[src/rtl/svc_pkg.sv]
// Test-service controller package
// Command codes, clock select encoding, the override state and the
// fuse-controller write request format used by all service blocks

package svc_pkg;

  // --------------------------------------------------------------------------
  // Constants
  // --------------------------------------------------------------------------

  // Fuse controller DAI write address that the bus ECC fault targets
  localparam logic [31:0] SVC_FAULT_ADDR = 32'h7000_0068;

  // Length of the fuse and lifecycle domain reset in clock cycles
  localparam int unsigned SVC_RST_CYCLES = 11;

  // Counter width, large enough to hold SVC_RST_CYCLES - 1
  localparam int unsigned SVC_RST_CNT_W = 4;

  // --------------------------------------------------------------------------
  // Service commands
  // --------------------------------------------------------------------------

  // Codes not listed here are accepted by the decoder and ignored
  typedef enum logic [7:0] {
    CMD_USER_CORE       = 8'h01,
    CMD_USER_MCU        = 8'h02,
    CMD_USER_RELEASE    = 8'h03,
    CMD_ZEROIZE_SET     = 8'h04,
    CMD_ZEROIZE_CLEAR   = 8'h05,
    CMD_ZEROIZE_RELEASE = 8'h06,
    CMD_ESCALATE        = 8'h07,
    CMD_CLK_500         = 8'h08,
    CMD_CLK_160         = 8'h09,
    CMD_CLK_400         = 8'h0A,
    CMD_CLK_1000        = 8'h0B,
    CMD_FAULT_BUS_ECC   = 8'h0C,
    CMD_DOMAIN_RESET    = 8'h10,
    CMD_SVA_DISABLE     = 8'h11,
    CMD_SVA_ENABLE      = 8'h12
  } svc_cmd_e;

  // External clock frequency select
  typedef enum logic [1:0] {
    CLK_SEL_500  = 2'd0,
    CLK_SEL_160  = 2'd1,
    CLK_SEL_400  = 2'd2,
    CLK_SEL_1000 = 2'd3
  } svc_clk_sel_e;

  // --------------------------------------------------------------------------
  // Structures
  // --------------------------------------------------------------------------

  // Sticky override state held by the command decoder
  typedef struct packed {
    logic         user_ovr_en;
    logic         user_sel_mcu;   // MCU strap when set, core strap when clear
    logic         zeroize_ovr_en;
    logic         zeroize_val;
    logic         escalate;
    svc_clk_sel_e clk_sel;
    logic         ecc_fault_en;
    logic         sva_disable;
  } svc_ovr_t;

  // Write request toward the fuse controller
  typedef struct packed {
    logic [31:0] addr;
    logic [31:0] data;
    logic [31:0] user;
  } svc_wr_req_t;

endpackage

[src/rtl/svc_cmd_decoder.sv]
// Service command decoder
// Accepts byte-wide service commands on a valid/ready channel and keeps
// the sticky override state for the fuse and lifecycle subsystem. A domain
// reset command is passed to the reset sequencer as a one-cycle request

`timescale 1ns/10ps

module svc_cmd_decoder (
  input  logic                clk,
  input  logic                cptra_rst_b,
  input  logic                cmd_valid_i,
  input  svc_pkg::svc_cmd_e   cmd_i,
  input  logic                rst_active_i,
  output logic                cmd_ready_o,
  output svc_pkg::svc_ovr_t   ovr_o,
  output logic                rst_req_o
);

  logic              cmd_accept;
  svc_pkg::svc_ovr_t ovr_q;
  svc_pkg::svc_ovr_t ovr_d;

  // --------------------------------------------------------------------------
  // Handshake
  // --------------------------------------------------------------------------

  // Commands stall while the domain is held in reset
  assign cmd_ready_o = ~rst_active_i;
  assign cmd_accept  = cmd_valid_i & cmd_ready_o;

  // The sequencer starts on the accepting edge, so the request is not registered
  assign rst_req_o = cmd_accept && (cmd_i == svc_pkg::CMD_DOMAIN_RESET);

  // --------------------------------------------------------------------------
  // Override next state
  // --------------------------------------------------------------------------

  always_comb begin
    ovr_d = ovr_q;
    if (cmd_accept) begin
      case (cmd_i)
        svc_pkg::CMD_USER_CORE: begin
          ovr_d.user_ovr_en  = 1'b1;
          ovr_d.user_sel_mcu = 1'b0;
        end
        svc_pkg::CMD_USER_MCU: begin
          ovr_d.user_ovr_en  = 1'b1;
          ovr_d.user_sel_mcu = 1'b1;
        end
        svc_pkg::CMD_USER_RELEASE: begin
          ovr_d.user_ovr_en = 1'b0;
        end
        svc_pkg::CMD_ZEROIZE_SET: begin
          ovr_d.zeroize_ovr_en = 1'b1;
          ovr_d.zeroize_val    = 1'b1;
        end
        svc_pkg::CMD_ZEROIZE_CLEAR: begin
          ovr_d.zeroize_ovr_en = 1'b1;
          ovr_d.zeroize_val    = 1'b0;
        end
        svc_pkg::CMD_ZEROIZE_RELEASE: begin
          ovr_d.zeroize_ovr_en = 1'b0;
        end
        // Escalation has no release path, only cptra_rst_b clears it
        svc_pkg::CMD_ESCALATE: begin
          ovr_d.escalate = 1'b1;
        end
        svc_pkg::CMD_CLK_500: begin
          ovr_d.clk_sel = svc_pkg::CLK_SEL_500;
        end
        svc_pkg::CMD_CLK_160: begin
          ovr_d.clk_sel = svc_pkg::CLK_SEL_160;
        end
        svc_pkg::CMD_CLK_400: begin
          ovr_d.clk_sel = svc_pkg::CLK_SEL_400;
        end
        svc_pkg::CMD_CLK_1000: begin
          ovr_d.clk_sel = svc_pkg::CLK_SEL_1000;
        end
        svc_pkg::CMD_FAULT_BUS_ECC: begin
          ovr_d.ecc_fault_en = 1'b1;
        end
        svc_pkg::CMD_SVA_DISABLE: begin
          ovr_d.sva_disable = 1'b1;
        end
        svc_pkg::CMD_SVA_ENABLE: begin
          ovr_d.sva_disable = 1'b0;
        end
        default: begin
          // Domain reset and unknown codes leave the overrides alone
        end
      endcase
    end
  end

  // --------------------------------------------------------------------------
  // Override register
  // --------------------------------------------------------------------------

  always_ff @(posedge clk or negedge cptra_rst_b) begin
    if (!cptra_rst_b) begin
      ovr_q         <= '0;
      ovr_q.clk_sel <= svc_pkg::CLK_SEL_500;
    end else begin
      ovr_q <= ovr_d;
    end
  end

  assign ovr_o = ovr_q;

  // A new domain reset is never requested while the sequencer is busy
  a_no_req_while_active: assert property (
    @(posedge clk) disable iff (!cptra_rst_b)
    $rose(rst_req_o) |-> !rst_active_i
  );

endmodule

[src/rtl/svc_reset_sequencer.sv]
// Domain reset sequencer
// Holds the fuse and lifecycle domain in reset for a fixed number of
// cycles after a request and reports when the hold is in progress

`timescale 1ns/10ps

module svc_reset_sequencer (
  input  logic clk,
  input  logic cptra_rst_b,
  input  logic rst_req_i,
  output logic rst_active_o,
  output logic domain_rst_b_o
);

  localparam logic [svc_pkg::SVC_RST_CNT_W-1:0] CNT_LAST =
    svc_pkg::SVC_RST_CNT_W'(svc_pkg::SVC_RST_CYCLES - 1);

  logic [svc_pkg::SVC_RST_CNT_W-1:0] rst_cnt_q;
  logic                              rst_active_q;
  logic                              domain_rst_b_q;

  // --------------------------------------------------------------------------
  // Counter and active flag
  // --------------------------------------------------------------------------

  // The request edge counts as the first reset cycle
  always_ff @(posedge clk or negedge cptra_rst_b) begin
    if (!cptra_rst_b) begin
      rst_cnt_q      <= '0;
      rst_active_q   <= 1'b0;
      domain_rst_b_q <= 1'b1;
    end else if (rst_req_i && !rst_active_q) begin
      rst_cnt_q      <= '0;
      rst_active_q   <= 1'b1;
      domain_rst_b_q <= 1'b0;
    end else if (rst_active_q) begin
      if (rst_cnt_q == CNT_LAST) begin
        rst_cnt_q      <= '0;
        rst_active_q   <= 1'b0;
        domain_rst_b_q <= 1'b1;
      end else begin
        rst_cnt_q <= rst_cnt_q + 1'b1;
      end
    end
  end

  assign rst_active_o   = rst_active_q;
  assign domain_rst_b_o = domain_rst_b_q;

  // Count stays in range for the whole hold
  a_cnt_in_range: assert property (
    @(posedge clk) disable iff (!cptra_rst_b)
    rst_active_q |-> (rst_cnt_q <= CNT_LAST)
  );

endmodule

[src/rtl/svc_top.sv]
// Test-service controller top level
// Joins the command decoder, the domain reset sequencer and the write
// filter, and drives the zeroization, escalation, clock select and
// assertion-disable outputs from the override state

`timescale 1ns/10ps

module svc_top (
  input  logic                   clk,
  input  logic                   cptra_rst_b,
  // Service command channel
  input  logic                   cmd_valid_i,
  input  svc_pkg::svc_cmd_e      cmd_i,
  output logic                   cmd_ready_o,
  // Subsystem controls
  input  logic                   zeroize_ppd_i,
  output logic                   zeroize_ppd_o,
  output logic                   escalate_o,
  output svc_pkg::svc_clk_sel_e  clk_sel_o,
  output logic                   sva_disable_o,
  output logic                   domain_rst_b_o,
  // Fuse controller write stream
  input  logic [31:0]            core_user_i,
  input  logic [31:0]            mcu_user_i,
  input  logic                   in_valid_i,
  input  svc_pkg::svc_wr_req_t   in_req_i,
  output logic                   in_ready_o,
  output logic                   out_valid_o,
  input  logic                   out_ready_i,
  output svc_pkg::svc_wr_req_t   out_req_o
);

  svc_pkg::svc_ovr_t ovr;
  logic              rst_req;
  logic              rst_active;

  svc_cmd_decoder svc_cmd_decoder_inst (
    .clk          (clk),
    .cptra_rst_b  (cptra_rst_b),
    .cmd_valid_i  (cmd_valid_i),
    .cmd_i        (cmd_i),
    .rst_active_i (rst_active),
    .cmd_ready_o  (cmd_ready_o),
    .ovr_o        (ovr),
    .rst_req_o    (rst_req)
  );

  svc_reset_sequencer svc_reset_sequencer_inst (
    .clk            (clk),
    .cptra_rst_b    (cptra_rst_b),
    .rst_req_i      (rst_req),
    .rst_active_o   (rst_active),
    .domain_rst_b_o (domain_rst_b_o)
  );

  svc_write_filter svc_write_filter_inst (
    .clk         (clk),
    .cptra_rst_b (cptra_rst_b),
    .ovr_i       (ovr),
    .hold_i      (rst_active),
    .core_user_i (core_user_i),
    .mcu_user_i  (mcu_user_i),
    .in_valid_i  (in_valid_i),
    .in_req_i    (in_req_i),
    .in_ready_o  (in_ready_o),
    .out_ready_i (out_ready_i),
    .out_valid_o (out_valid_o),
    .out_req_o   (out_req_o)
  );

  // Override wins when enabled, otherwise the pad value passes straight through
  assign zeroize_ppd_o = ovr.zeroize_ovr_en ? ovr.zeroize_val : zeroize_ppd_i;

  assign escalate_o    = ovr.escalate;
  assign clk_sel_o     = ovr.clk_sel;
  assign sva_disable_o = ovr.sva_disable;

endmodule

[src/rtl/svc_write_filter.sv]
// Fuse controller write filter
// Zero-latency valid/ready pass-through for write requests. It can
// replace the AXI user field with a strap, flip data bit 0 at the fault
// address to provoke a bus ECC error, and block the stream while the
// fuse and lifecycle domain is held in reset

`timescale 1ns/10ps

module svc_write_filter (
  input  logic                 clk,
  input  logic                 cptra_rst_b,
  input  svc_pkg::svc_ovr_t    ovr_i,
  input  logic                 hold_i,
  input  logic [31:0]          core_user_i,
  input  logic [31:0]          mcu_user_i,
  input  logic                 in_valid_i,
  input  svc_pkg::svc_wr_req_t in_req_i,
  output logic                 in_ready_o,
  input  logic                 out_ready_i,
  output logic                 out_valid_o,
  output svc_pkg::svc_wr_req_t out_req_o
);

  logic [31:0] strap_user;
  logic        fault_hit;

  // --------------------------------------------------------------------------
  // Handshake
  // --------------------------------------------------------------------------

  // Both directions are cut while the domain is in reset so that no beat
  // is lost or half-transferred across the reset
  assign out_valid_o = in_valid_i & ~hold_i;
  assign in_ready_o  = out_ready_i & ~hold_i;

  // --------------------------------------------------------------------------
  // Payload
  // --------------------------------------------------------------------------

  assign strap_user = ovr_i.user_sel_mcu ? mcu_user_i : core_user_i;

  // Only a single data bit flips, which the ECC logic sees as a correctable
  // or detectable error depending on the partition
  assign fault_hit = ovr_i.ecc_fault_en && (in_req_i.addr == svc_pkg::SVC_FAULT_ADDR);

  always_comb begin
    out_req_o = in_req_i;
    if (ovr_i.user_ovr_en) begin
      out_req_o.user = strap_user;
    end
    if (fault_hit) begin
      out_req_o.data[0] = ~in_req_i.data[0];
    end
  end

  // --------------------------------------------------------------------------
  // Checks
  // --------------------------------------------------------------------------

  // No beat leaves the filter during the reset hold
  a_no_valid_in_hold: assert property (
    @(posedge clk) disable iff (!cptra_rst_b)
    hold_i |-> !out_valid_o
  );

endmodule

[config.mk]
export PLATFORM = sky130hd
export DESIGN_NAME = svc_top
export DESIGN_NICKNAME = d
export VERILOG_FILES = /design/src/rtl/svc_pkg.sv /design/src/rtl/svc_cmd_decoder.sv /design/src/rtl/svc_reset_sequencer.sv /design/src/rtl/svc_top.sv /design/src/rtl/svc_write_filter.sv
export SDC_FILE = /design/constraint.sdc
export NUM_CORES = 1
export LEC_CHECK = 0
export BUFFER_PORTS_ARGS = -buffer_cell sky130_fd_sc_hd__clkbuf_2
export CAP_MARGIN = 20
export CELL_PAD_IN_SITES_DETAIL_PLACEMENT = 1
export CELL_PAD_IN_SITES_GLOBAL_PLACEMENT = 1
export CORE_AREA = 2 2 109 111
export CTS_CLUSTER_DIAMETER = 50
export DETAILED_ROUTE_END_ITERATION = 16
export DIE_AREA = 0 0 111 113
export GPL_TIMING_DRIVEN = 0
export PLACE_DENSITY_LB_ADDON = 0.12
export SLEW_MARGIN = 20
export SYNTH_ARGS = -nofsm -noshare
export SYNTH_HDL_FRONTEND = slang
export SYNTH_SLANG_ARGS = --single-unit
[constraint.sdc]
create_clock -name clk -period 1.7 [get_ports clk]
set_input_delay 0.255 -clock clk [delete_from_list [all_inputs] [get_ports clk]]
set_output_delay 0.255 -clock clk [all_outputs]
set_load 0.05 [all_outputs]
==> results by group <==
Floorplanning
  • DIE WIDTH: 111 um
  • Die area: 12500 sq um
  • FP Rows: 39
  • Initial Util: 0.176
  • Top Ports: 279
  • Die Ht: 113 um
  • CORE AREA: 11300 sq um

Synth
  • Cell taking the most area after synthesis: buf_4
  • Mapped Avg Cell Area: 7.59 sq um
  • Main flop type after synthesis: dfrtp_1
  • Post-synth EDFFs: 0
  • Ys Warns: 0
  • Synth Cell Area: 1990 sq um
  • Ys async rst share: 1.00
  • Post-synth top area share: 0.245
  • Cells after Synth: 262
  • Flops & latches, synth: 15
  • Synthesized Nets: 436
  • Cells taking the most area after synthesis: buf_4 25%, dfrtp_1 18%, mux2i_1 17%
  • Yosys cell types: 36
  • Post-synthesis sequential area ratio: 0.189

Pwr
  • Power Density: 750 nW/um^2
  • Static Leak: 2.18 nW
  • Worst VDD drop: 0.000373 V
  • Tot Pwr: 3.32 mW

Critical path
  • Worst Setup Start Kind: flop
  • Worst-path cell chain: nor4b_4 > nand4_1 > nor3_2 > xor2_2 > buf_8
  • CP endpoint kind: primary output
  • Crit Path Max Fanout: 2
  • Kind of critical path: reg -> out
  • Worst path max stage delay: 0.37 ns
  • Reg-to-Reg End: svc_cmd_decoder_inst.ovr_o[5]
  • Crit. Startpoint: svc_cmd_decoder_inst.ovr_o[1]
  • CP delay by family, top: simple AND/OR/NAND/NOR gates
  • Crit path depth: 5
  • CP Capture Point: out_req_o[32]
  • FF-to-FF Start: svc_reset_sequencer_inst.rst_active_o
  • Worst Path Required: 1.44 ns
  • Crit path buf inv count: 1
  • Highest-delay cell along the critical path: dfrtp_1
  • Worst R2R Setup Slack: 0 ns
  • R2R depth: 4
  • WP data arrival: 1.55 ns

Timing
  • Peak Freq: 0.554 GHz
  • Slew @ Worst Pin: 0.482 ns
  • Post-Route Skew: 0.00315 ns
  • Final setup viols: 15
  • Relative slew slack: 0.679
  • Fin crit share: 1.06
  • Min Hold Slack: 0.316 ns
  • Crit path time final: 1.80 ns
  • Final max-slew violation count: 0
  • Setup ws final: -0.105 ns
  • Final Hold Fails: 0
  • RSZ-0062 raised after global routing: true

Clock network
  • CTS Root Cell: clkbuf_16
  • Clk slew on worst S/H paths: 0.05 ns
  • CTS buffer count: 3
  • Clock Tree Buf Depth: 2
  • CTS tree: yes
  • Clk Latency, worst-skew pair: 0.25 ns
  • CTS Sinks: 15
  • H-tree levels: 1

Final layout
  • Fin util: 0.392
  • Area grow syn2layout: 123%
  • Most frequent cells in the layout: 214 x clkbuf_2, 69 x buf_4, 33 x nor2_1
  • Leading cell type in the layout, fill and taps excluded: clkbuf_2
  • Final nets: 693
  • Antenna diode instance count: 0
  • Non-filler cells, final: 661
  • Share of cells above drive strength 1: 0.774

Placement
  • Pre-CTS setup slack: -0.398 ns
  • Post-Place Cells: 650
  • DP HPWL: 7.93 mm
  • Routability congestion estimate: 0.748
  • Buffers on Ports: 245

Job
  • Max Cap Violations: 0

Route
  • Vias after detailed routing: 2757
  • Vias/cell: 4.17
  • DRC viols: 0
  • TritonRoute pass-1 iters: 4
  • Post-route ant nets: 0
  • WL/cell: 14.3 um
  • Total wire length: 9.47 mm
  • Initial DRC Count: 41

Global routing
  • GRT Util Overall: 0.140
  • Number of global-route vias before repair: 2877
  • Final global-route overflow total: 0
  • Global-route wire length before repair: 14.4 mm
  • Largest net degree at the start of global routing: 16
  • Initial antenna violation count: 0

Outcome
  • Failing checks: negative setup slack
  • Status: finished, violations left

Min path
  • Hold crit path type: in -> reg
worst min path at each step:
stage                     start                       endpoint  slack (ns)  cells past startpoint
floorplan           cptra_rst_b  svc_cmd_decoder_inst.ovr_o[0]       -0.04                      0
detailed placement  cptra_rst_b  svc_cmd_decoder_inst.ovr_o[4]        0.21                      1
global placement    cptra_rst_b  svc_cmd_decoder_inst.ovr_o[4]        0.20                      1
global route           cmd_i[3]  svc_cmd_decoder_inst.ovr_o[1]        0.32                      2
CTS                    cmd_i[3]  svc_cmd_decoder_inst.ovr_o[1]        0.31                      2
finish                 cmd_i[3]  svc_cmd_decoder_inst.ovr_o[1]        0.32                      2
power by group:
part	internal (mW)	switching, mW	total, mW	leakage (nW)
Sequential	0.432	0.0860	0.518	0.188
Clock	0.315	0.157	0.472	0.0409
Combinational	0.901	1.43	2.33	1.95
Total	1.65	1.67	3.32	2.18
logic make-up (layout without fill, tap and decap cells):
| family | count (synthesis) | in the layout | share of synthesized area |
|---|---|---|---|
| and+or+nand+nor | 75 | 75 | 0.196 |
| AOI/OAI and AO/OA | 53 | 53 | 0.145 |
| DFF | 15 | 15 | 0.189 |
| muxes | 36 | 36 | 0.183 |
| buffers and inverters | 81 | 337 | 0.278 |
| xor gates and xnor gates | 2 | 2 | 0.00881 |
layer usage:
layer | global-route usage | up-vias | part of all wire
li1 | - | 1355 | -
met1 | 0.145 | 1232 | 0.34
met4 | 0.0150 | 0 | 0.0020
met3 | 0.0557 | 2 | 0.12
met5 | 0 | - | 0
met2 | 0.275 | 168 | 0.54
cell type report:
cell class	instances	area, sq um
Tap cell	143	179
Timing Repair Buffer	254	1660
Fill cell	1380	6850
Sequential cell	15	378
Clock buffer	3	75.1
Buffer	77	626
Multi-Input combinational cell	166	1490
Inverter	2	7.51
Clock inverter	1	5.00
registers in the layout (all words and copies together), names as in the netlist:
name	flops
svc_cmd_decoder_inst.ovr_o	9
svc_reset_sequencer_inst.domain_rst_b_o	1
svc_reset_sequencer_inst.rst_active_o	1
svc_reset_sequencer_inst.rst_cnt_q	4
cells in the mapped netlist (3+ instances only):
| library cell | instances |
|---|---|
| mux2i_1 | 33 |
| dfrtp_1 | 14 |
| nor2b_1 | 6 |
| buf_4 | 65 |
| nand3_1 | 4 |
| nor2_1 | 41 |
| mux2_2 | 3 |
| a21oi_1 | 39 |
| nand2_1 | 4 |
| nor4_1 | 5 |
| o21ai_0 | 4 |
| a31oi_1 | 3 |
| clkbuf_1 | 10 |
| buf_2 | 3 |
repair_timing:
item | CTS | global route
cloned | 2 | 0
pin swaps | 19 | 8
endpoints found under the hold margin | 14 | 0
buffers inserted | 4 | 2
hold buffers | 1 | 0
resized for setup | 126 | 36
endpoints found under the setup margin | 37 | 39
stage by stage:
step / cell area, sq um / setup TNS, ns
2_1_floorplan: 2220 / -1.05
3_3_place_gp: 3620 / -10.60
3_5_place_dp: 3620 / -10.57
4_1_cts: 4340 / -0.606
5_1_grt: 4420 / -1.38
6_report: 4420 / -0.358
worst register-to-register path, stage by stage, from the launching register on:
cell and delay [ns]:
dfrtp_1 0.40, nor4b_4 0.38, or4b_4 0.57, o21ai_2 0.15, o31ai_2 0.08
(Power assumes the default switching activity.)
